[config.mk]
export PLATFORM = sky130hd
export DESIGN_NAME = cacheWay
export DESIGN_NICKNAME = d
export VERILOG_FILES = /design/src/source/cachePkg.sv /design/src/source/cacheSram.sv /design/src/source/cacheWay.sv
export SDC_FILE = /design/constraint.sdc
export NUM_CORES = 2
export LEC_CHECK = 0
export ABC_AREA = 1
export BUFFER_PORTS_ARGS = -buffer_cell sky130_fd_sc_hd__buf_2
export CORE_MARGIN = 2
export CORE_UTILIZATION = 40
export DETAILED_ROUTE_END_ITERATION = 7
export PLACE_DENSITY = 0.58
export SETUP_SLACK_MARGIN = 0.1
export SKIP_LAST_GASP = 1
export SLEW_MARGIN = 20
export SYNTH_ARGS = -nofsm -noshare
export SYNTH_HDL_FRONTEND = slang
export SYNTH_SLANG_ARGS = --single-unit
[constraint.sdc]
create_clock -name clk -period 4.6 [get_ports clk]
set_input_delay 0.46 -clock clk [delete_from_list [all_inputs] [get_ports clk]]
set_output_delay 0.46 -clock clk [all_outputs]
set_load 0.01 [all_outputs]
[src/source/cachePkg.sv]
////////////////////
// Shared widths and bus structs for the write-back cache
// The line is fixed at four 32-bit words, so all structs have fixed widths
// Tag and index widths depend on NumSets and live in the modules
////////////////////
package cachePkg;

  // Byte address and data word widths
  localparam int AddrBits = 32;
  localparam int WordBits = 32;

  // Four words per line keeps the memory structs at a fixed width
  localparam int LineWords = 4;
  localparam int LineBits = LineWords * WordBits;

  // Address field widths below the set index
  localparam int ByteOffsetBits = $clog2(WordBits / 8);
  localparam int WordSelBits = $clog2(LineWords);
  localparam int LineOffsetBits = ByteOffsetBits + WordSelBits;

  ////////////////////
  // Processor side
  ////////////////////

  // One processor request, a read when write is low
  typedef struct packed {
    logic                write;
    logic [AddrBits-1:0] addr;
    logic [WordBits-1:0] data;
  } cacheReqT;

  // One processor response
  // Hit is high only when no backing-memory access was needed
  typedef struct packed {
    logic [WordBits-1:0] data;
    logic                hit;
  } cacheRespT;

  ////////////////////
  // Memory side
  ////////////////////

  // Line-wide request, the offset bits of lineAddr are always zero
  typedef struct packed {
    logic                write;
    logic [AddrBits-1:0] lineAddr;
    logic [LineBits-1:0] line;
  } memReqT;

  // Fill data returned for a read request
  typedef struct packed {
    logic [LineBits-1:0] line;
  } memRespT;

endpackage

[src/source/cacheSram.sv]
////////////////////
// Single-port RAM, read data one cycle after the address
// Read-first, so a write returns the old contents
////////////////////
`timescale 1ns/1ps

module cacheSram #(
  parameter int Depth = 16,
  parameter int Width = 32
) (
  input  logic                     clk,
  input  logic [$clog2(Depth)-1:0] addr,
  input  logic                     writeEnable,
  input  logic [Width-1:0]         writeData,
  output logic [Width-1:0]         readData
);

  // Storage array with no reset, contents are undefined until written
  logic [Width-1:0] mem [Depth];

  // The read samples the array before the write lands
  always_ff @(posedge clk) begin
    if (writeEnable) begin
      mem[addr] <= writeData;
    end
    readData <= mem[addr];
  end

endmodule

[src/source/cacheWay.sv]
////////////////////
// One way of the cache with data, tag, valid and dirty storage
// Hit and victim outputs are valid one cycle after setIndex
// Valid and dirty strobes take effect on the edge after they are registered
////////////////////
`timescale 1ns/1ps

module cacheWay #(
  parameter int NumSets = 16,
  localparam int IndexBits = $clog2(NumSets),
  localparam int TagBits = cachePkg::AddrBits - IndexBits - cachePkg::LineOffsetBits
) (
  input  logic                           clk,
  input  logic                           reset,
  input  logic [IndexBits-1:0]           setIndex,
  input  logic [TagBits-1:0]             lookupTag,
  input  logic                           writeEnable,
  input  logic [cachePkg::LineWords-1:0] wordEnable,
  input  logic                           tagWriteEnable,
  input  logic [cachePkg::LineBits-1:0]  writeLine,
  input  logic                           setValid,
  input  logic                           setDirty,
  input  logic                           clearDirty,
  output logic [cachePkg::LineBits-1:0]  readLine,
  output logic                           hit,
  output logic                           victimDirty,
  output logic [TagBits-1:0]             victimTag
);

  // Per-set state bits, kept in flops so reset can clear them
  logic [NumSets-1:0]   validBits;
  logic [NumSets-1:0]   dirtyBits;
  logic [TagBits-1:0]   readTag;

  // Index and strobes delayed to line up with the RAM read
  logic [IndexBits-1:0] setIndexD;
  logic                 setValidD;
  logic                 setDirtyD;
  logic                 clearDirtyD;

  ////////////////////
  // Data and tag RAMs
  ////////////////////

  // One word-wide RAM per word lets a single word be written alone
  for (genvar w = 0; w < cachePkg::LineWords; w++) begin : wordGen
    cacheSram #(
      .Depth(NumSets),
      .Width(cachePkg::WordBits)
    ) dataRam (
      .clk        (clk),
      .addr       (setIndex),
      .writeEnable(writeEnable & wordEnable[w]),
      .writeData  (writeLine[w*cachePkg::WordBits +: cachePkg::WordBits]),
      .readData   (readLine[w*cachePkg::WordBits +: cachePkg::WordBits])
    );
  end

  // The tag written on a fill is the tag being looked up
  cacheSram #(
    .Depth(NumSets),
    .Width(TagBits)
  ) tagRam (
    .clk        (clk),
    .addr       (setIndex),
    .writeEnable(tagWriteEnable),
    .writeData  (lookupTag),
    .readData   (readTag)
  );

  ////////////////////
  // Valid and dirty
  ////////////////////

  always_ff @(posedge clk) begin
    setIndexD <= setIndex;
    if (reset) begin
      setValidD <= 1'b0;
      setDirtyD <= 1'b0;
      clearDirtyD <= 1'b0;
    end else begin
      setValidD <= setValid;
      setDirtyD <= setDirty;
      clearDirtyD <= clearDirty;
    end
  end

  // Updates use the delayed index, the same set the RAMs are reading
  always_ff @(posedge clk) begin
    if (reset) begin
      validBits <= '0;
      dirtyBits <= '0;
    end else begin
      if (setValidD) begin
        validBits[setIndexD] <= 1'b1;
      end
      // A set wins over a clear, though the controller never sends both
      if (setDirtyD) begin
        dirtyBits[setIndexD] <= 1'b1;
      end else if (clearDirtyD) begin
        dirtyBits[setIndexD] <= 1'b0;
      end
    end
  end

  // An invalid line never hits and never needs a writeback
  assign hit = validBits[setIndexD] & (readTag == lookupTag);
  assign victimDirty = validBits[setIndexD] & dirtyBits[setIndexD];
  assign victimTag = readTag;

endmodule
== Word level (Yosys, flattened, before mapping) ==
Memories as Yosys holds them, arrays and structs flattened. A register that Yosys moved wholly into a read port is not among the register bits.
Cells that the tools add are included.

* Bits in registers: 39
* RAM bits: 2,432
* Input bits: 167
* Logic and storage cells: 44
* Memories kept: 5

* Order comparisons: 2
* Equality and inequality tests: 1
* Mux-type cells: 18
* Bitwise gates (word level): 10
* Reductions and logical operators: 2

{| class="wikitable"
|+ Memory list
! memory !! words !! bits a word !! read ports !! clocked after Yosys merged registers in !! write ports !! line !! text
|-
| wordGen[0].dataRam.mem || 16 || 32 || 1 || 1 || 1 || cacheSram.sv:19 || <nowiki>logic [Width-1:0] mem [Depth];</nowiki>
|-
| wordGen[1].dataRam.mem || 16 || 32 || 1 || 1 || 1 || cacheSram.sv:19 ||
|-
| wordGen[2].dataRam.mem || 16 || 32 || 1 || 1 || 1 || cacheSram.sv:19 ||
|-
| wordGen[3].dataRam.mem || 16 || 32 || 1 || 1 || 1 || cacheSram.sv:19 ||
|-
| tagRam.mem || 16 || 24 || 1 || 1 || 1 || cacheSram.sv:19 ||
|}

{| class="wikitable"
|+ Operators by type and width
! cell !! count
|-
| $mux 16 || 2
|-
| $or 16x16->16 || 2
|-
| $eq 24x24->1 || 1
|-
| $and 16x16->16 || 1
|-
| $not 16->16 || 1
|-
| $mux 1 || 13
|-
| $bmux 1 s4 || 2
|-
| $and 1x1->1 || 6
|-
| $lt 4x5->1 const B || 1
|-
| $demux 1 s4 || 1
|-
| $ge 4x1->1 const B || 1
|-
| $reduce_bool 2->1 || 1
|-
| $logic_and 1x1->1 || 1
|}

== Depth between registers and ports, before layout ==
* Word-level depth: 8
* Mapped depth: 9
* Mapped depth without buffers: 9

== Cells and area by module ==
From an unflattened synthesis, not the netlist that was laid out.

* Cells, all modules: 10,455
* Area total of the unflattened synthesis: 107,787.1 µm²

{| class="wikitable"
|+ By module, submodules not included
! module !! times used !! cells each !! area an instance (µm²) !! seq. area each (µm²)
|-
| cacheSram at wordGen[0].dataRam ... || 4 || 2,113 || 22,213.8 || 16,015.4
|-
| cacheSram at tagRam || 1 || 1,591 || 16,623.4 || 12,011.5
|-
| cacheWay || 1 || 412 || 2,308.5 || 780.7
|}

== Least setup slack after synthesis ==
Ideal clock, no wire load.

* Path type: in2reg
* From: input setIndex[1]
* To: memory wordGen[0].dataRam.mem[2][0], enable pin
* Arrival time: 2.650 ns
* Setup slack: 1.529 ns
* Stages on the path: 7
* Path buffers: 3
* Path through: buf_4 > inv_2 > nor2_8 > buf_2 > buf_2 > nand2_1 > nor2_1

{| class="wikitable"
|+ RTL lines
! element !! line !! text
|-
| from (decl) || cacheWay.sv:15 || <nowiki>input logic [IndexBits-1:0] setIndex,</nowiki>
|-
| to (decl) || cacheSram.sv:19 ||
|}

Straight into the memory's write port.

== Final worst setup path ==
* From: register setIndexD[0]
* To: output hit

* Word-level cells in the longest chain between the ends: 3

{| class="wikitable"
|+ Ends and longest elaborated chain
! element !! line !! text
|-
| from (decl) || cacheWay.sv:36 || <nowiki>logic [IndexBits-1:0] setIndexD;</nowiki>
|-
| from (signal assigned) || cacheWay.sv:76 || <nowiki>setIndexD <= setIndex;</nowiki>
|-
| $bmux 1 s4 || cacheWay.sv:107 || <nowiki>assign hit = validBits[setIndexD] & (readTag == lookupTag);</nowiki>
|-
| $mux 1 (implied by the code) || cacheWay.sv:107 ||
|-
| $and 1x1->1 || cacheWay.sv:107 ||
|-
| to (decl) || cacheWay.sv:25 || <nowiki>output logic hit,</nowiki>
|}

No other way between the ends. The select of a mux whose other input is x is not followed.

==> metrics.md <==
| Metric | Value |
|---|---|
| Status | `finished, final reports clean` |
| Number of cells produced by synthesis | `7245` |
| Post-detail-place hpwl | `134 mm` |
| RSZ-0062 raised after global routing | `false` |
| DR vias | `59200` |
| Path type of the worst min-delay path | `primary input to flop` |
| Transition time at the pin with the least slew margin | `1.28 ns` |
| First-pass GRT wire length | `383 mm` |
| Area share of and/or/nand/nor cells after synthesis | `0.181` |
| Final #Nets | `7976` |
| Fraction of final layout cells with drive strength greater than 1 | `0.121` |
| Sequential share of the synthesized area | `0.795` |
| Count of cells resized by post-cts repair | `0` |
| FF-to-FF Start | `setIndexD[0]` |
| Cell-internal power | `40.7 mW` |
| # placed instances | `10500` |
| Sequential group share of total power | `0.515` |
| Top fanout value on the critical path | `22` |
| Combined global-route utilization of all metal layers | `0.210` |
| Maximum level of the CTS H-tree | `5` |
| Number of hold violations in the final report | `0` |
| Areal power density over the cells | `457 mW/mm^2` |
| Logic gate share of total power | `0.048` |
| Height of the die | `495 um` |
| Final count of negative-setup-slack endpoints | `0` |
| Sum of negative setup slack | `0 ns` |
| Via count of the first global-routing pass | `57700` |
| Number of warning messages in the yosys log | `0` |
| Core ar. | `0.240 sq mm` |
| Clock net sink count | `2623` |
| Post-detailed-route DRC marker count | `0` |
| Required time at the endpoint of the critical path | `4.14 ns` |
| DRT Pass-1 Iters | `5` |
| Effective utilization at floorplan | `0.402` |
| Vias/cell | `5.27` |
| Placement Rows | `180` |
| Final hold slack | `0.0900 ns` |
| FMAX | `290 MHz` |
| Critical path startpoint category | `flop` |
| TritonCTS buffer count | `294` |
| Total count of max-transition violations in the final report | `0` |
| Per-instance average area after synthesis | `13.3 sq um` |
| Clock-pin slew of the registers on the worst-case setup and hold paths | `0.07 ns` |
| End of the worst hold path | `setValidD` |
| Clock tree from TritonCTS | `yes` |
| Non-Filler Instances | `11200` |
| Initial antenna violation count | `42` |
| Setup skew after layout | `0.0549 ns` |
| Port Buf Inserts | `320` |
| Distinct cells, synth | `18` |
| Worst IR Drop VDD | `0.000336 V` |
| Skew-Pair Late Insertion Delay | `0.92 ns` |
| Hold_sp | `reset` |
| Post-synthesis mux area share | `0` |
| Fraction of power consumed by the clock network | `0.436` |
| WP data arrival | `2.99 ns` |
| Total Wirelength | `261 mm` |
| Average wire per standard cell | `23.2 um` |
| Area fraction in compound gates after synthesis | `0.00269` |
| Sw Share | `0.215` |
| Boundary Pins | `321` |
| Portion of the clock cycle consumed by the worst path in the final layout | `0.750` |
| Net Sw Power | `11.2 mW` |
| Final core occ | `0.472` |
| XOR/XNOR share of the synthesized area | `0.000181` |
| Number of nets with antenna violations after routing | `0` |
| Worst hold path depth | `2` |
| Cell leakage power | `38.5 nW` |
| Crit end category | `output pin` |
| Maximum capacitance violations | `0` |
| Overall overflow remaining after global route | `0` |
| Maximum number of pins on one net before global-route repair | `143` |
| RD Place Congestion | `0.774` |
| Count of routing violations after the opening detailed-route iteration | `5483` |
| Post-synth design cell area | `0.0966 sq mm` |
| Max-Slew Margin vs Limit | `0.145` |
| Crit Path Category | `flop to output pin` |
| Horizontal die dimension | `495 um` |
| R2R cell count | `5` |
| Arithmetic-cell share of the synthesized area counting full adders, half adders and majority gates | `0` |
| Seq cells post-synth | `2623` |
| Number of buffers inserted by post-CTS setup repair | `0` |
| Root buf cell | `sky130_fd_sc_hd__clkbuf_16` |
| Synthesized Nets | `7412` |
| CTS max path bufs | `4` |
| Total die area | `0.246 sq mm` |
| Flop-to-flop setup slack | `2.40 ns` |
| Time the final worst path needs with I/O delays and setup | `3.45 ns` |
| Area growth from synthesis to layout | `17.4%` |
| Final Total Pwr | `51.9 mW` |
| Main combinational cell family by area after synthesis | `simple AND/OR/NAND/NOR gates` |
[cell families after synthesis]
family / after synthesis
buffers and inverters: 438
DFF: 2623
xor gates and xnor gates: 2
and+or+nand+nor: 4130
AOI/OAI and AO/OA: 52
[critical path: stages, from the launching register on]
cell,delay [ns]
sky130_fd_sc_hd__dfxtp_1,0.84
sky130_fd_sc_hd__clkinv_1,0.48
sky130_fd_sc_hd__nand2_1,0.14
sky130_fd_sc_hd__nand2_1,0.06
sky130_fd_sc_hd__nand2_1,0.06
sky130_fd_sc_hd__nand2_1,0.06
sky130_fd_sc_hd__nand2_1,0.05
sky130_fd_sc_hd__nand2_1,0.06
sky130_fd_sc_hd__nor2_1,0.13
sky130_fd_sc_hd__nor2_1,0.06
sky130_fd_sc_hd__buf_2,0.15
[cell usage after synthesis]
| library cell | number | area [sq um] |
|---|---|---|
| sky130_fd_sc_hd__edfxtp_1 | 2432 | 73000 |
| sky130_fd_sc_hd__o21ai_0 | 20 | 100 |
| sky130_fd_sc_hd__nand2_1 | 3234 | 12100 |
| sky130_fd_sc_hd__buf_2 | 234 | 1170 |
| sky130_fd_sc_hd__clkinv_1 | 1 | 3.75 |
| sky130_fd_sc_hd__clkbuf_1 | 84 | 315 |
| sky130_fd_sc_hd__buf_4 | 28 | 210 |
| sky130_fd_sc_hd__buf_1 | 9 | 33.8 |
| sky130_fd_sc_hd__nor2_4 | 1 | 11.3 |
| sky130_fd_sc_hd__nand4_1 | 760 | 4750 |
| sky130_fd_sc_hd__inv_2 | 4 | 15.0 |
| sky130_fd_sc_hd__xor2_1 | 2 | 17.5 |
| sky130_fd_sc_hd__a21oi_1 | 32 | 160 |
| sky130_fd_sc_hd__inv_1 | 78 | 293 |
| sky130_fd_sc_hd__nand3_1 | 4 | 20.0 |
| sky130_fd_sc_hd__nor2_8 | 2 | 40.0 |
| sky130_fd_sc_hd__dfxtp_1 | 191 | 3820 |
| sky130_fd_sc_hd__nor2_1 | 129 | 484 |
[cell usage in the layout (no fill, tap or decap), drive strengths merged]
master / instances
a21oi: 32
dfxtp: 191
nand3: 4
nand4: 760
clkinv: 88
clkinvlp: 8
inv: 91
dlygate4sd3: 159
buf: 464
nand2: 3234
diode: 18
xor2: 2
clkbuf: 395
bufinv: 19
o21ai: 20
nor2: 132
edfxtp: 2432
[registers in the layout, summed over array words and instances, names as in the netlist, named ones only]
name and cells:
setIndexD 4, wordGen.dataRam.mem 2048, validBits 16, clearDirtyD 1
tagRam.mem 384, wordGen.dataRam.readData 128, setValidD 1, tagRam.readData 24
setDirtyD 1
[layer usage]
layer,track usage,vias to the layer above,wire (um)
met3,0.0358,423,17800
met4,0.0574,36,6430
met2,0.327,2070,121000
met5,0,-,239
met1,0.303,29900,116000
li1,-,26800,-
[power groups by stage]
stage                     Sequential, mW  Clock, mW  Combinational [mW]
after floorplan                     27.2          0                1.13
after global placement              27.2          0                2.36
after detailed placement            27.2          0                2.40
after CTS                           26.7       23.0                2.54
after global routing                26.7       23.9                2.75
final                               26.7       22.6                2.50
[final cells by class]
| type | instances | area [sq um] |
|---|---|---|
| Antenna cell | 18 | 45.0 |
| Clock buffer | 395 | 8160 |
| Clock inverter | 123 | 1120 |
| Fill cell | 20900 | 127000 |
| Inverter | 83 | 327 |
| Multi-Input combinational cell | 4184 | 18400 |
| Sequential cell | 2623 | 76900 |
| Tap cell | 3185 | 3990 |
| Timing Repair Buffer | 623 | 4580 |
[per-stage QoR]
| step | instance area, sq um | worst slack [ns] |
|---|---|---|
| after detailed placement | 103000 | 1.29 |
| after CTS | 113000 | 1.07 |
| after global routing | 113000 | 0.802 |
| after floorplan | 96600 | 1.53 |
| final | 113000 | 1.15 |
| after global placement | 102000 | 1.28 |
[worst max path at each step]
stage | end | slack [ns] | from
floorplan | wordGen[0].dataRam.mem[2][0] | 1.53 | setIndex[1]
global placement | wordGen[2].dataRam.mem[10][6] | 1.28 | setIndex[1]
detailed placement | wordGen[2].dataRam.mem[10][11] | 1.29 | setIndex[1]
CTS | hit | 1.07 | setIndexD[0]
global route | hit | 0.80 | setIndexD[0]
finish | hit | 1.15 | setIndexD[0]
[repair_timing]
action | in CTS | in global routing
endpoints found under the setup margin | 0 | 0
hold buffers | 159 | 0
hold endpoints to repair | 2439 | 0
(Power assumes the default switching activity.)
