--- src/source/cachePkg.sv ---
////////////////////
// Shared widths and bus structs for the write-back cache
// The line is fixed at four 32-bit words, so all structs have fixed widths
// Tag and index widths depend on NumSets and live in the modules
////////////////////
package cachePkg;

  // Byte address and data word widths
  localparam int AddrBits = 32;
  localparam int WordBits = 32;

  // Four words per line keeps the memory structs at a fixed width
  localparam int LineWords = 4;
  localparam int LineBits = LineWords * WordBits;

  // Address field widths below the set index
  localparam int ByteOffsetBits = $clog2(WordBits / 8);
  localparam int WordSelBits = $clog2(LineWords);
  localparam int LineOffsetBits = ByteOffsetBits + WordSelBits;

  ////////////////////
  // Processor side
  ////////////////////

  // One processor request, a read when write is low
  typedef struct packed {
    logic                write;
    logic [AddrBits-1:0] addr;
    logic [WordBits-1:0] data;
  } cacheReqT;

  // One processor response
  // Hit is high only when no backing-memory access was needed
  typedef struct packed {
    logic [WordBits-1:0] data;
    logic                hit;
  } cacheRespT;

  ////////////////////
  // Memory side
  ////////////////////

  // Line-wide request, the offset bits of lineAddr are always zero
  typedef struct packed {
    logic                write;
    logic [AddrBits-1:0] lineAddr;
    logic [LineBits-1:0] line;
  } memReqT;

  // Fill data returned for a read request
  typedef struct packed {
    logic [LineBits-1:0] line;
  } memRespT;

endpackage

--- src/source/cacheController.sv ---
////////////////////
// Cache FSM with one request in flight, hits respond two cycles after accept
// Misses write back a dirty victim, fill, then look up again
// One LRU bit per set names the way to replace next
////////////////////
`timescale 1ns/1ps

module cacheController #(
  parameter int NumSets = 16,
  localparam int IndexBits = $clog2(NumSets),
  localparam int TagBits = cachePkg::AddrBits - IndexBits - cachePkg::LineOffsetBits
) (
  input  logic                                clk,
  input  logic                                reset,
  input  logic                                reqValid,
  output logic                                reqReady,
  input  cachePkg::cacheReqT                  req,
  output logic                                respValid,
  input  logic                                respReady,
  output cachePkg::cacheRespT                 resp,
  output logic [IndexBits-1:0]                waySetIndex,
  output logic [TagBits-1:0]                  wayLookupTag,
  output logic [cachePkg::LineWords-1:0]      wayWordEnable,
  output logic [cachePkg::LineBits-1:0]       wayWriteLine,
  output logic [1:0]                          wayWriteEnable,
  output logic [1:0]                          wayTagWriteEnable,
  output logic [1:0]                          waySetValid,
  output logic [1:0]                          waySetDirty,
  output logic [1:0]                          wayClearDirty,
  input  logic [1:0]                          wayHit,
  input  logic [1:0][cachePkg::LineBits-1:0]  wayLine,
  input  logic [1:0][TagBits-1:0]             wayVictimTag,
  input  logic [1:0]                          wayVictimDirty,
  output logic                                memReqValid,
  input  logic                                memReqReady,
  output cachePkg::memReqT                    memReq,
  input  logic                                memRespValid,
  input  cachePkg::memRespT                   memResp
);

  // Compare is the cycle after the RAM read, where the hit is known
  typedef enum logic [2:0] {
    sIdle,
    sLookup,
    sCompare,
    sRespond,
    sWriteback,
    sFillWait,
    sRefill
  } stateT;

  stateT                              state;
  cachePkg::cacheReqT                 reqReg;
  logic                               missSeen;
  logic                               fillSent;
  logic [NumSets-1:0]                 lru;

  // Fields of the accepted request
  logic [IndexBits-1:0]               reqIndex;
  logic [TagBits-1:0]                 reqTag;
  logic [cachePkg::WordSelBits-1:0]   reqWord;
  logic                               anyHit;
  logic                               hitWay;
  logic                               victim;

  assign reqIndex = reqReg.addr[cachePkg::LineOffsetBits +: IndexBits];
  assign reqTag = reqReg.addr[cachePkg::AddrBits-1 -: TagBits];
  assign reqWord = reqReg.addr[cachePkg::ByteOffsetBits +: cachePkg::WordSelBits];
  assign anyHit = |wayHit;
  assign hitWay = wayHit[1];
  assign victim = lru[reqIndex];

  // Both ways always look at the set and tag of the held request
  assign waySetIndex = reqIndex;
  assign wayLookupTag = reqTag;

  assign reqReady = (state == sIdle);
  assign respValid = (state == sRespond);

  ////////////////////
  // Way and memory commands
  ////////////////////

  always_comb begin
    wayWordEnable = '0;
    wayWriteLine = {cachePkg::LineWords{reqReg.data}};
    wayWriteEnable = '0;
    wayTagWriteEnable = '0;
    waySetValid = '0;
    waySetDirty = '0;
    wayClearDirty = '0;

    // Write hit, one word is stored and the line turns dirty
    if (state == sCompare && anyHit && reqReg.write) begin
      wayWriteEnable[hitWay] = 1'b1;
      wayWordEnable[reqWord] = 1'b1;
      waySetDirty[hitWay] = 1'b1;
    end

    // Fill data goes straight into the victim way as a clean line
    if (state == sFillWait && memRespValid) begin
      wayWriteLine = memResp.line;
      wayWordEnable = '1;
      wayWriteEnable[victim] = 1'b1;
      wayTagWriteEnable[victim] = 1'b1;
      waySetValid[victim] = 1'b1;
      wayClearDirty[victim] = 1'b1;
    end
  end

  // Writeback sends the victim line, every other request is the fill read
  always_comb begin
    memReqValid = (state == sWriteback) || (state == sFillWait && !fillSent);
    memReq.line = wayLine[victim];
    if (state == sWriteback) begin
      memReq.write = 1'b1;
      memReq.lineAddr = {wayVictimTag[victim], reqIndex, {cachePkg::LineOffsetBits{1'b0}}};
    end else begin
      memReq.write = 1'b0;
      memReq.lineAddr = {reqTag, reqIndex, {cachePkg::LineOffsetBits{1'b0}}};
    end
  end

  ////////////////////
  // FSM and LRU
  ////////////////////

  always_ff @(posedge clk) begin
    if (reset) begin
      state <= sIdle;
      missSeen <= 1'b0;
      fillSent <= 1'b0;
      lru <= '0;
    end else begin
      case (state)
        sIdle: begin
          if (reqValid) begin
            missSeen <= 1'b0;
            state <= sLookup;
          end
        end
        // The RAMs read the set of the new request in this cycle
        sLookup: state <= sCompare;
        sCompare: begin
          if (anyHit) begin
            lru[reqIndex] <= ~hitWay;
            state <= sRespond;
          end else begin
            missSeen <= 1'b1;
            fillSent <= 1'b0;
            state <= wayVictimDirty[victim] ? sWriteback : sFillWait;
          end
        end
        sRespond: begin
          if (respReady) begin
            state <= sIdle;
          end
        end
        sWriteback: begin
          if (memReqReady) begin
            state <= sFillWait;
          end
        end
        sFillWait: begin
          if (memReqReady && !fillSent) begin
            fillSent <= 1'b1;
          end
          // The fresh line is the most recent, the other way is next out
          if (memRespValid) begin
            lru[reqIndex] <= ~victim;
            state <= sRefill;
          end
        end
        // Re-read the set so the response comes from the hit path
        sRefill: state <= sCompare;
        default: state <= sIdle;
      endcase
    end
  end

  // Request and response payloads carry no reset
  always_ff @(posedge clk) begin
    if (reqValid && reqReady) begin
      reqReg <= req;
    end
    if (state == sCompare && anyHit) begin
      resp.data <= reqReg.write ? reqReg.data
                 : wayLine[hitWay][reqWord*cachePkg::WordBits +: cachePkg::WordBits];
      resp.hit <= ~missSeen;
    end
  end

endmodule

--- config.mk ---
export PLATFORM = sky130hd
export DESIGN_NAME = cacheController
export DESIGN_NICKNAME = d
export VERILOG_FILES = /design/src/source/cachePkg.sv /design/src/source/cacheController.sv
export SDC_FILE = /design/constraint.sdc
export NUM_CORES = 1
export LEC_CHECK = 0
export BUFFER_PORTS_ARGS = -buffer_cell sky130_fd_sc_hd__buf_2
export CAP_MARGIN = 20
export CORE_AREA = 5 5 337 339
export CTS_BUF_LIST = sky130_fd_sc_hd__clkbuf_4
export DETAILED_ROUTE_END_ITERATION = 16
export DIE_AREA = 0 0 342 344
export PLACE_DENSITY = 0.38
export SKIP_LAST_GASP = 1
export SYNTH_ARGS = -nofsm -noshare
export SYNTH_HDL_FRONTEND = slang
export SYNTH_SLANG_ARGS = --single-unit
--- constraint.sdc ---
create_clock -name clk -period 2.9 [get_ports clk]
set_input_delay 0.29 -clock clk [delete_from_list [all_inputs] [get_ports clk]]
set_output_delay 0.29 -clock clk [all_outputs]
set_load 0.005 [all_outputs]
# Word-level counts from Yosys, hierarchy flattened
# Index checks and enable logic that the tools add are counted.
[op_classes]
add_sub_neg = 0
mul = 0
n_div = 0
shift = 1
n_eq_ne = 13
n_lt_le_gt_ge = 8
n_bitwise = 4
reduce_logical = 21
n_mux = 44
[ops]
columns = ["operator", "count"]
rows = [
  ["two-way mux 128 bit", 5],
  ["variable part select 128 x 8 -> 32 bit", 1],
  ["two-way mux 24 bit", 2],
  ["two-way mux 33 bit", 1],
  ["bitwise mux 16 bit", 2],
  ["two-way mux 16 bit", 2],
  ["two-way mux 32 bit", 1],
  ["one-hot mux 16 bit (2 select lines)", 1],
  ["one-hot mux 3 bit (6 select lines)", 1],
  ["two-way mux 3 bit", 5],
  ["two-way mux 1 bit", 12],
  ["logical AND 1 bit", 10],
  ["inequality test 2 bit, second input constant", 5],
  ["equality test 3 bit, second input constant", 3],
  ["AND reduction 3 bit", 3],
  ["two-way mux 4 bit", 2],
  ["equality test 3 x 2 -> 1 bit, second input constant", 2],
  ["two-way mux 2 bit", 3],
  ["less-than comparator 4 x 5 -> 1 bit, second input constant", 1],
  ["binary-select mux 1 bit (select 4 bit)", 1],
  ["demux 1 bit (select 4 bit)", 1],
  [">= comparator 4 x 1 -> 1 bit, second input constant", 1],
  ["less-than comparator 1 x 2 -> 1 bit, second input constant", 2],
  ["inequality test 2 x 1 -> 1 bit, second input constant", 2],
  ["other kinds (15)", 22],
]
[word_totals]
latchBits = 0
word_cells = 100
mem_count = 0
reg_bits = 119
output_inout_bits = 367
romBits = 0
in_bits = 507
mem_bits_rw = 0

# Logic depth before layout (Yosys ltp)
# Gate-level depths: netlist of the first run.
[depth]
depth_word = 8
ltp_mapped = 9
ltp_nobuf = 5

# Worst setup path before layout of the first run
# Ideal clock, no wire load.
[synth_path]
path_type = "reg2out"
startpoint = "register state[2]"
endpoint = "output port wayWordEnable[0] in the netlist's numbering"
required_ns = 2.610
path_buffers = 1
path_slack_ns = -0.209
t_arrival_ns = 2.819
path_stages_with_launch = 7
cell_sequence = "dfxtp_1 -> clkbuf_1 -> nor2_1 -> nand2_1 -> nor2_1 -> nand2_1 -> o31ai_1"
[synth_via]
elab_chain_cells = 5
word_cells_on_any_way = 7
classes_between = "2 x eq/ne; 2 x mux; 3 x reduce/logical"
[synth_lines]
columns = ["item", "line", "text"]
rows = [
  ["start, declared", "cacheController.sv:52", "stateT state;"],
  ["start signal, assigned", "cacheController.sv:130", "state <= sIdle;"],
  ["start signal, assigned", "cacheController.sv:139", "state <= sLookup;"],
  ["start signal, assigned", "cacheController.sv:143", "sLookup: state <= sCompare;"],
  ["equality test 3 x 2 -> 1 bit", "cacheController.sv:94", "if (state == sCompare && anyHit && reqReg.write) begin"],
  ["logical AND 1 bit (2 in a row)", "cacheController.sv:94", ""],
  ["two-way mux 4 bit", "cacheController.sv:94", ""],
  ["two-way mux 4 bit *", "cacheController.sv:101", "if (state == sFillWait && memRespValid) begin"],
  ["end, declared", "cacheController.sv:23", "output logic [cachePkg::LineWords-1:0] wayWordEnable,"],
]
# Mark *: on every way between the ends. The rest lies on a longest branch, timed or not.

==> results.json, run 1 <==
{
  "status": "finished with violations",
  "failed_checks": "setup timing",
  "pin_count": 874,
  "synth_cell_types": 43,
  "ys_async_sr_fraction": 0,
  "utilization": 0.164,
  "fp.dieH_um": 344,
  "ys_seq_area_frac": 0.327,
  "wl_per_cell_um": 24.8,
  "period_share": 1.12,
  "synth-seq-cells": 117,
  "critPathMaxStageDelay_ns": 0.42,
  "finalHoldViolCount": 0,
  "drt_iter0_markers": 658,
  "power_density_nw_per_um2": 403,
  "syn_inst": 1053,
  "leakagePower_uw": 0.00820,
  "first_pass_iters": 4,
  "fmax_ghz": 0.307,
  "dp_slack_ns": 0.309,
  "max_slew_margin": 0.541,
  "worstPathCellList": "buf_6 > mux2i_1 > a22oi_2 > buf_4 > and3_1 > buf_12 > o211ai_1 > nand3_1 > buf_2",
  "cts_max_path_buffers": 2,
  "insertion_delay_ns": 0.76,
  "rsz0062_at_grt": "true",
  "grt_max_degree": 54,
  "worst_ep_arrival_time_ns": 2.97,
  "cts_buffers": 17,
  "worst_slack_ns": -0.361,
  "dieArea_um2": 118000,
  "mostFrequentLayoutCell": "buf_2",
  "avgSynthCellArea_um2": 9.60,
  "place_area_um2": 16100,
  "hold_path_class": "in2reg",
  "final_cell_mix": "buf_2 (866), nand2_1 (358), dlygate4sd3_1 (102)",
  "whs_ns": 0.199,
  "skew_ns": 0.0816,
  "groute.usage.overall": 0.140,
  "design.core.area_um2": 110000,
  "slew_violations": 0,
  "drv_cap": 0,
  "endpoint_kind": "output pin",
  "crit_buf_inv": 4,
  "synth-edff-count": 96,
  "hpwl_um": 73800,
  "root_buffer": "clkbuf_4",
  "portBuffers": 867,
  "period_minus_slack_ns": 3.26,
  "critPathKind": "reg2out",
  "final_area_um2": 18100,
  "drc": 0,
  "nNetsFinal": 2506,
  "die_w_um": 342,
  "tns_ns": -36.82,
  "initial_core_util": 0.0919,
  "clock_sinks": 117,
  "grt-ovfl-total": 0,
  "crit_required_ns": 2.61,
  "setup_viol": 159,
  "clk_pin_slew_ns": 0.14,
  "synthToLayoutAreaGrowth_pct": 79.0,
  "worstMarginPinSlew_ns": 0.689,
  "synth_ff_type": "edfxtp_1",
  "syn-cell-area_um2": 10100,
  "crit_slowest_cell": "o211ai_1",
  "path_max_fanout": 24,
  "drive_above_1_share": 0.554,
  "grt_pass1_vias": 12800,
  "antenna_found_initial": 78,
  "vias": 12600,
  "htree_levels": 4,
  "postRouteWirelength_um": 87100,
  "drt.antenna.violating_nets": 0,
  "cpLargestDelayFamily": "buffers and inverters",
  "fp-row-count": 122,
  "cp-start-kind": "flip-flop",
  "grt_pass1_wl_um": 112000,
  "cts_tree": "yes",
  "irDropWorstVdd_mv": 0.227,
  "via_per_inst": 3.58,
  "gp_congestion": 0.886,
  "yosysWarnings": 0
}
cell usage after synthesis, types with 5 or more instances:
cell / number / area share
mux4_2: 64 / 0.14
dfxtp_1: 21 / 0.042
mux2_1: 98 / 0.11
a21oi_1: 7 / 0.0035
o211ai_1: 24 / 0.018
nand2_1: 366 / 0.14
and3_1: 7 / 0.0043
clkbuf_1: 50 / 0.019
nand3_1: 27 / 0.013
nor2_1: 12 / 0.0045
buf_2: 15 / 0.0074
nor2b_1: 5 / 0.0031
nand2b_1: 19 / 0.012
o21ai_0: 35 / 0.017
mux2i_1: 56 / 0.055
mux2_2: 31 / 0.035
buf_8: 11 / 0.016
nand4_1: 24 / 0.015
edfxtp_1: 96 / 0.29
buf_4: 43 / 0.032
power by group:
group          leakage, µW  internal [µW]  switching [µW]
clock             0.000153            430             877
combinational      0.00697           1830            1950
sequential         0.00107           2040             171
path summary, 6_finish.rpt:
kind,startpoint,to,slack (ns),depth (start not counted)
setup / recovery,waySetIndex[1]$_DFFE_PP_,memReq[158],-0.36,9
hold / removal,wayLine[16],resp[17]$_DFFE_PN_,0.20,4
setup reg to reg,reqReg[34]$_DFFE_PP_,resp[18]$_DFFE_PN_,0.17,6
hold reg to reg,lru[2]$_SDFFE_PP0P_,lru[2]$_SDFFE_PP0P_,0.48,2
final cells by class:
type,count,area (µm²)
Fill cell,12600,92000
Sequential cell,117,3310
Clock inverter,15,123
Antenna cell,19,47.5
Timing Repair Buffer,1045,6410
Tap cell,1488,1860
Inverter,4,15.0
Clock buffer,17,128
Multi-Input combinational cell,814,6200
what timing repair did:
action / CTS / global route
setup buffers: 20 / 1
resized for setup: 54 / 8
hold buffers: 102 / 0
endpoints found under the setup margin: 292 / 165
gates cloned: 8 / 1
pin swaps: 12 / 0
hold endpoints to repair: 100 / 0
routing by layer:
layer,GRT usage,wire [µm],vias to the layer above
met5,0,196,-
met4,0.0291,1820,32
met3,0.0469,7270,136
met2,0.229,40400,677
met1,0.181,37500,6062
li1,-,-,5683
worst min-delay path, stage by stage:
cell,delay [ns]
buf_2,0.09
mux4_2,0.22
mux2i_1,0.06
o21ai_0,0.13
flip-flops by register name, summed over array words and instances (netlist names):
signal / count
fillSent: 1
state: 3
reqReg: 35
waySetIndex: 4
wayLookupTag: 24
missSeen: 1
lru: 16
resp: 33
through the flow:
| stage | total power, µW | std cells |
|---|---|---|
| after detailed placement | 5600 | 3336 |
| after CTS | 7490 | 3498 |
| after global routing | 7790 | 3507 |
| after floorplan | 3750 | 1056 |
| after global placement | 5600 | 3336 |
| final | 7290 | 3519 |
logic make-up (layout without fill, tap and decap cells):
family,Yosys count,after routing,share of synthesized area
and+or+nand+nor,477,480,0.202
muxes,249,249,0.342
DFF,117,117,0.327
AOI/OAI and AO/OA,81,81,0.0515
other,1,23,0.000371
buffers and inverters,128,1081,0.0783
(Power assumes the default switching activity.)
==> run 2: changes to the inputs <==
- clock period: 2.9 -> 2.8 ns (I/O delays scaled with it)
==> run 2 against run 1 <==
Compared with the run above: the flow still finishes with violations (setup timing); non-clock buffer count grew 38; clock skew shrank 0.015 ns; critical path type unchanged; clock-buffer cell count grew 1; combinational power grew 9.0%; global-route usage is essentially flat; hold slack gained 0.0053 ns; core utilization grew 0.74 points; flip-flop and latch count is the same; total power grew 14%; largest power group unchanged; critical path depth grew 2; largest cell class unchanged.
==> results.json, run 2 (same netlist as run 1, synthesis figures left out) <==
{
  "status": "finished with violations",
  "failed_checks": "setup timing",
  "groute.usage.overall": 0.141,
  "synthToLayoutAreaGrowth_pct": 87.0,
  "critPathKind": "reg2out",
  "first_pass_iters": 5,
  "antenna_found_initial": 79,
  "crit_buf_inv": 6,
  "grt_pass1_wl_um": 111000,
  "crit_slowest_cell": "edfxtp_1",
  "dieArea_um2": 118000,
  "die_w_um": 342,
  "cp.depth": 11,
  "skew_ns": 0.0669,
  "final_cell_mix": "buf_2 (840), nand2_1 (346), dlygate4sd3_1 (121)",
  "drive_above_1_share": 0.563,
  "instances_no_fill": 3556,
  "period_minus_slack_ns": 3.29,
  "insertion_delay_ns": 0.77,
  "mostFrequentLayoutCell": "buf_2",
  "dpl.cell_count": 3344,
  "design.core.area_um2": 110000,
  "path_max_fanout": 6,
  "worstPathCellList": "buf_12 > and2_4 > a22oi_2 > nand3_4 > buf_12 > nand2_8 > buf_4 > buf_6 > buf_16 > mux2_4 > buf_6",
  "initial_core_util": 0.0919,
  "min_path_cells": 4,
  "nNetsFinal": 2542,
  "slew_violations": 0,
  "period_share": 1.17,
  "worst_slack_ns": -0.486,
  "portBuffers": 867,
  "grt_pass1_vias": 12900,
  "drv_cap": 0,
  "cts_buffers": 17,
  "cp-start-kind": "flip-flop",
  "largest_reg_flops": 35,
  "drt.antenna.violating_nets": 0,
  "max_slew_margin": 0.558,
  "clock_sinks": 117,
  "crit_required_ns": 2.52,
  "drt_iter0_markers": 629,
  "cpLargestDelayFamily": "buffers and inverters",
  "worstMarginPinSlew_ns": 0.663,
  "fp.dieH_um": 344,
  "rsz0062_at_grt": "true",
  "final_area_um2": 18900,
  "root_buffer": "clkbuf_4",
  "gp_congestion": 0.903,
  "drc": 0,
  "cts_tree": "yes",
  "critPathMaxStageDelay_ns": 0.47,
  "finalHoldViolCount": 0,
  "power_density_nw_per_um2": 438,
  "endpoint_kind": "output pin",
  "postRouteWirelength_um": 87700,
  "via_per_inst": 3.58,
  "worst_ep_arrival_time_ns": 3.01,
  "vias": 12700,
  "cts_max_path_buffers": 2,
  "place_area_um2": 16200,
  "power_uw": 8280,
  "clk_pin_slew_ns": 0.13,
  "leakagePower_uw": 0.00859,
  "top_register": "reqReg",
  "fmax_ghz": 0.304,
  "reg2regPathDepth": 6,
  "setup_viol": 160,
  "grt_max_degree": 50,
  "hold_path_class": "in2reg",
  "irDropWorstVdd_mv": 0.248,
  "grt-ovfl-total": 0,
  "htree_levels": 4,
  "hpwl_um": 73600,
  "fp-row-count": 122,
  "pin_count": 874,
  "wl_per_cell_um": 24.7
}
[run 2: area by class of cell]
class | count | area, µm²
Fill cell | 12500 | 91100
Timing Repair Buffer | 1083 | 7050
Multi-Input combinational cell | 812 | 6240
Sequential cell | 117 | 3310
Tap cell | 1488 | 1860
Clock inverter | 14 | 256
Clock buffer | 18 | 135
Antenna cell | 20 | 50.0
Inverter | 4 | 15.0
[run 2: tightest hold or removal path, stage by stage]
cell and delay, ns:
buf_2 0.09, mux4_2 0.22, mux2i_1 0.08, o21ai_0 0.13
[run 2: final timing paths]
path,from,end,slack [ns]
worst min-delay path,wayLine[126],resp[31]$_DFFE_PN_,0.20
worst max-delay path,waySetIndex[2]$_DFFE_PP_,memReq[91],-0.49
worst min register to register,missSeen$_SDFFE_PP0P_,resp[0]$_DFFE_PN_,0.48
worst max register to register,reqReg[34]$_DFFE_PP_,resp[19]$_DFFE_PN_,0.22
[run 2: layer usage]
| metal | part of all wire | wire length, µm | GRT usage |
|---|---|---|---|
| met2 | 0.47 | 40900 | 0.234 |
| met5 | 0.0022 | 192 | 0 |
| met3 | 0.099 | 8710 | 0.0545 |
| met1 | 0.41 | 36200 | 0.174 |
| met4 | 0.019 | 1660 | 0.0274 |
[run 2: power by group]
group | leakage [µW] | internal [µW] | switching [µW]
combinational | 0.00731 | 2050 | 2060
clock | 0.000207 | 983 | 899
sequential | 0.00107 | 2110 | 166
[run 2: timing repair]
action / in CTS / in global routing
resized for setup: 121 / 1
setup endpoints to repair: 290 / 163
gates cloned: 10 / 0
endpoints found under the hold margin: 97 / 0
hold buffers: 121 / 0
pin swaps: 8 / 2
setup buffers: 30 / 0
[run 2: metrics by stage]
step	TNS [ns]	util	worst slack, ns	hold WS (ns)
2_1_floorplan	0	-	0.0776	0.379
3_3_place_gp	0	0.147	0.265	0.457
3_5_place_dp	0	0.147	0.236	0.455
4_1_cts	-98.08	0.171	-0.709	0.000347
5_1_grt	-101.60	0.172	-0.721	0.0796
6_report	-60.08	0.172	-0.486	0.204
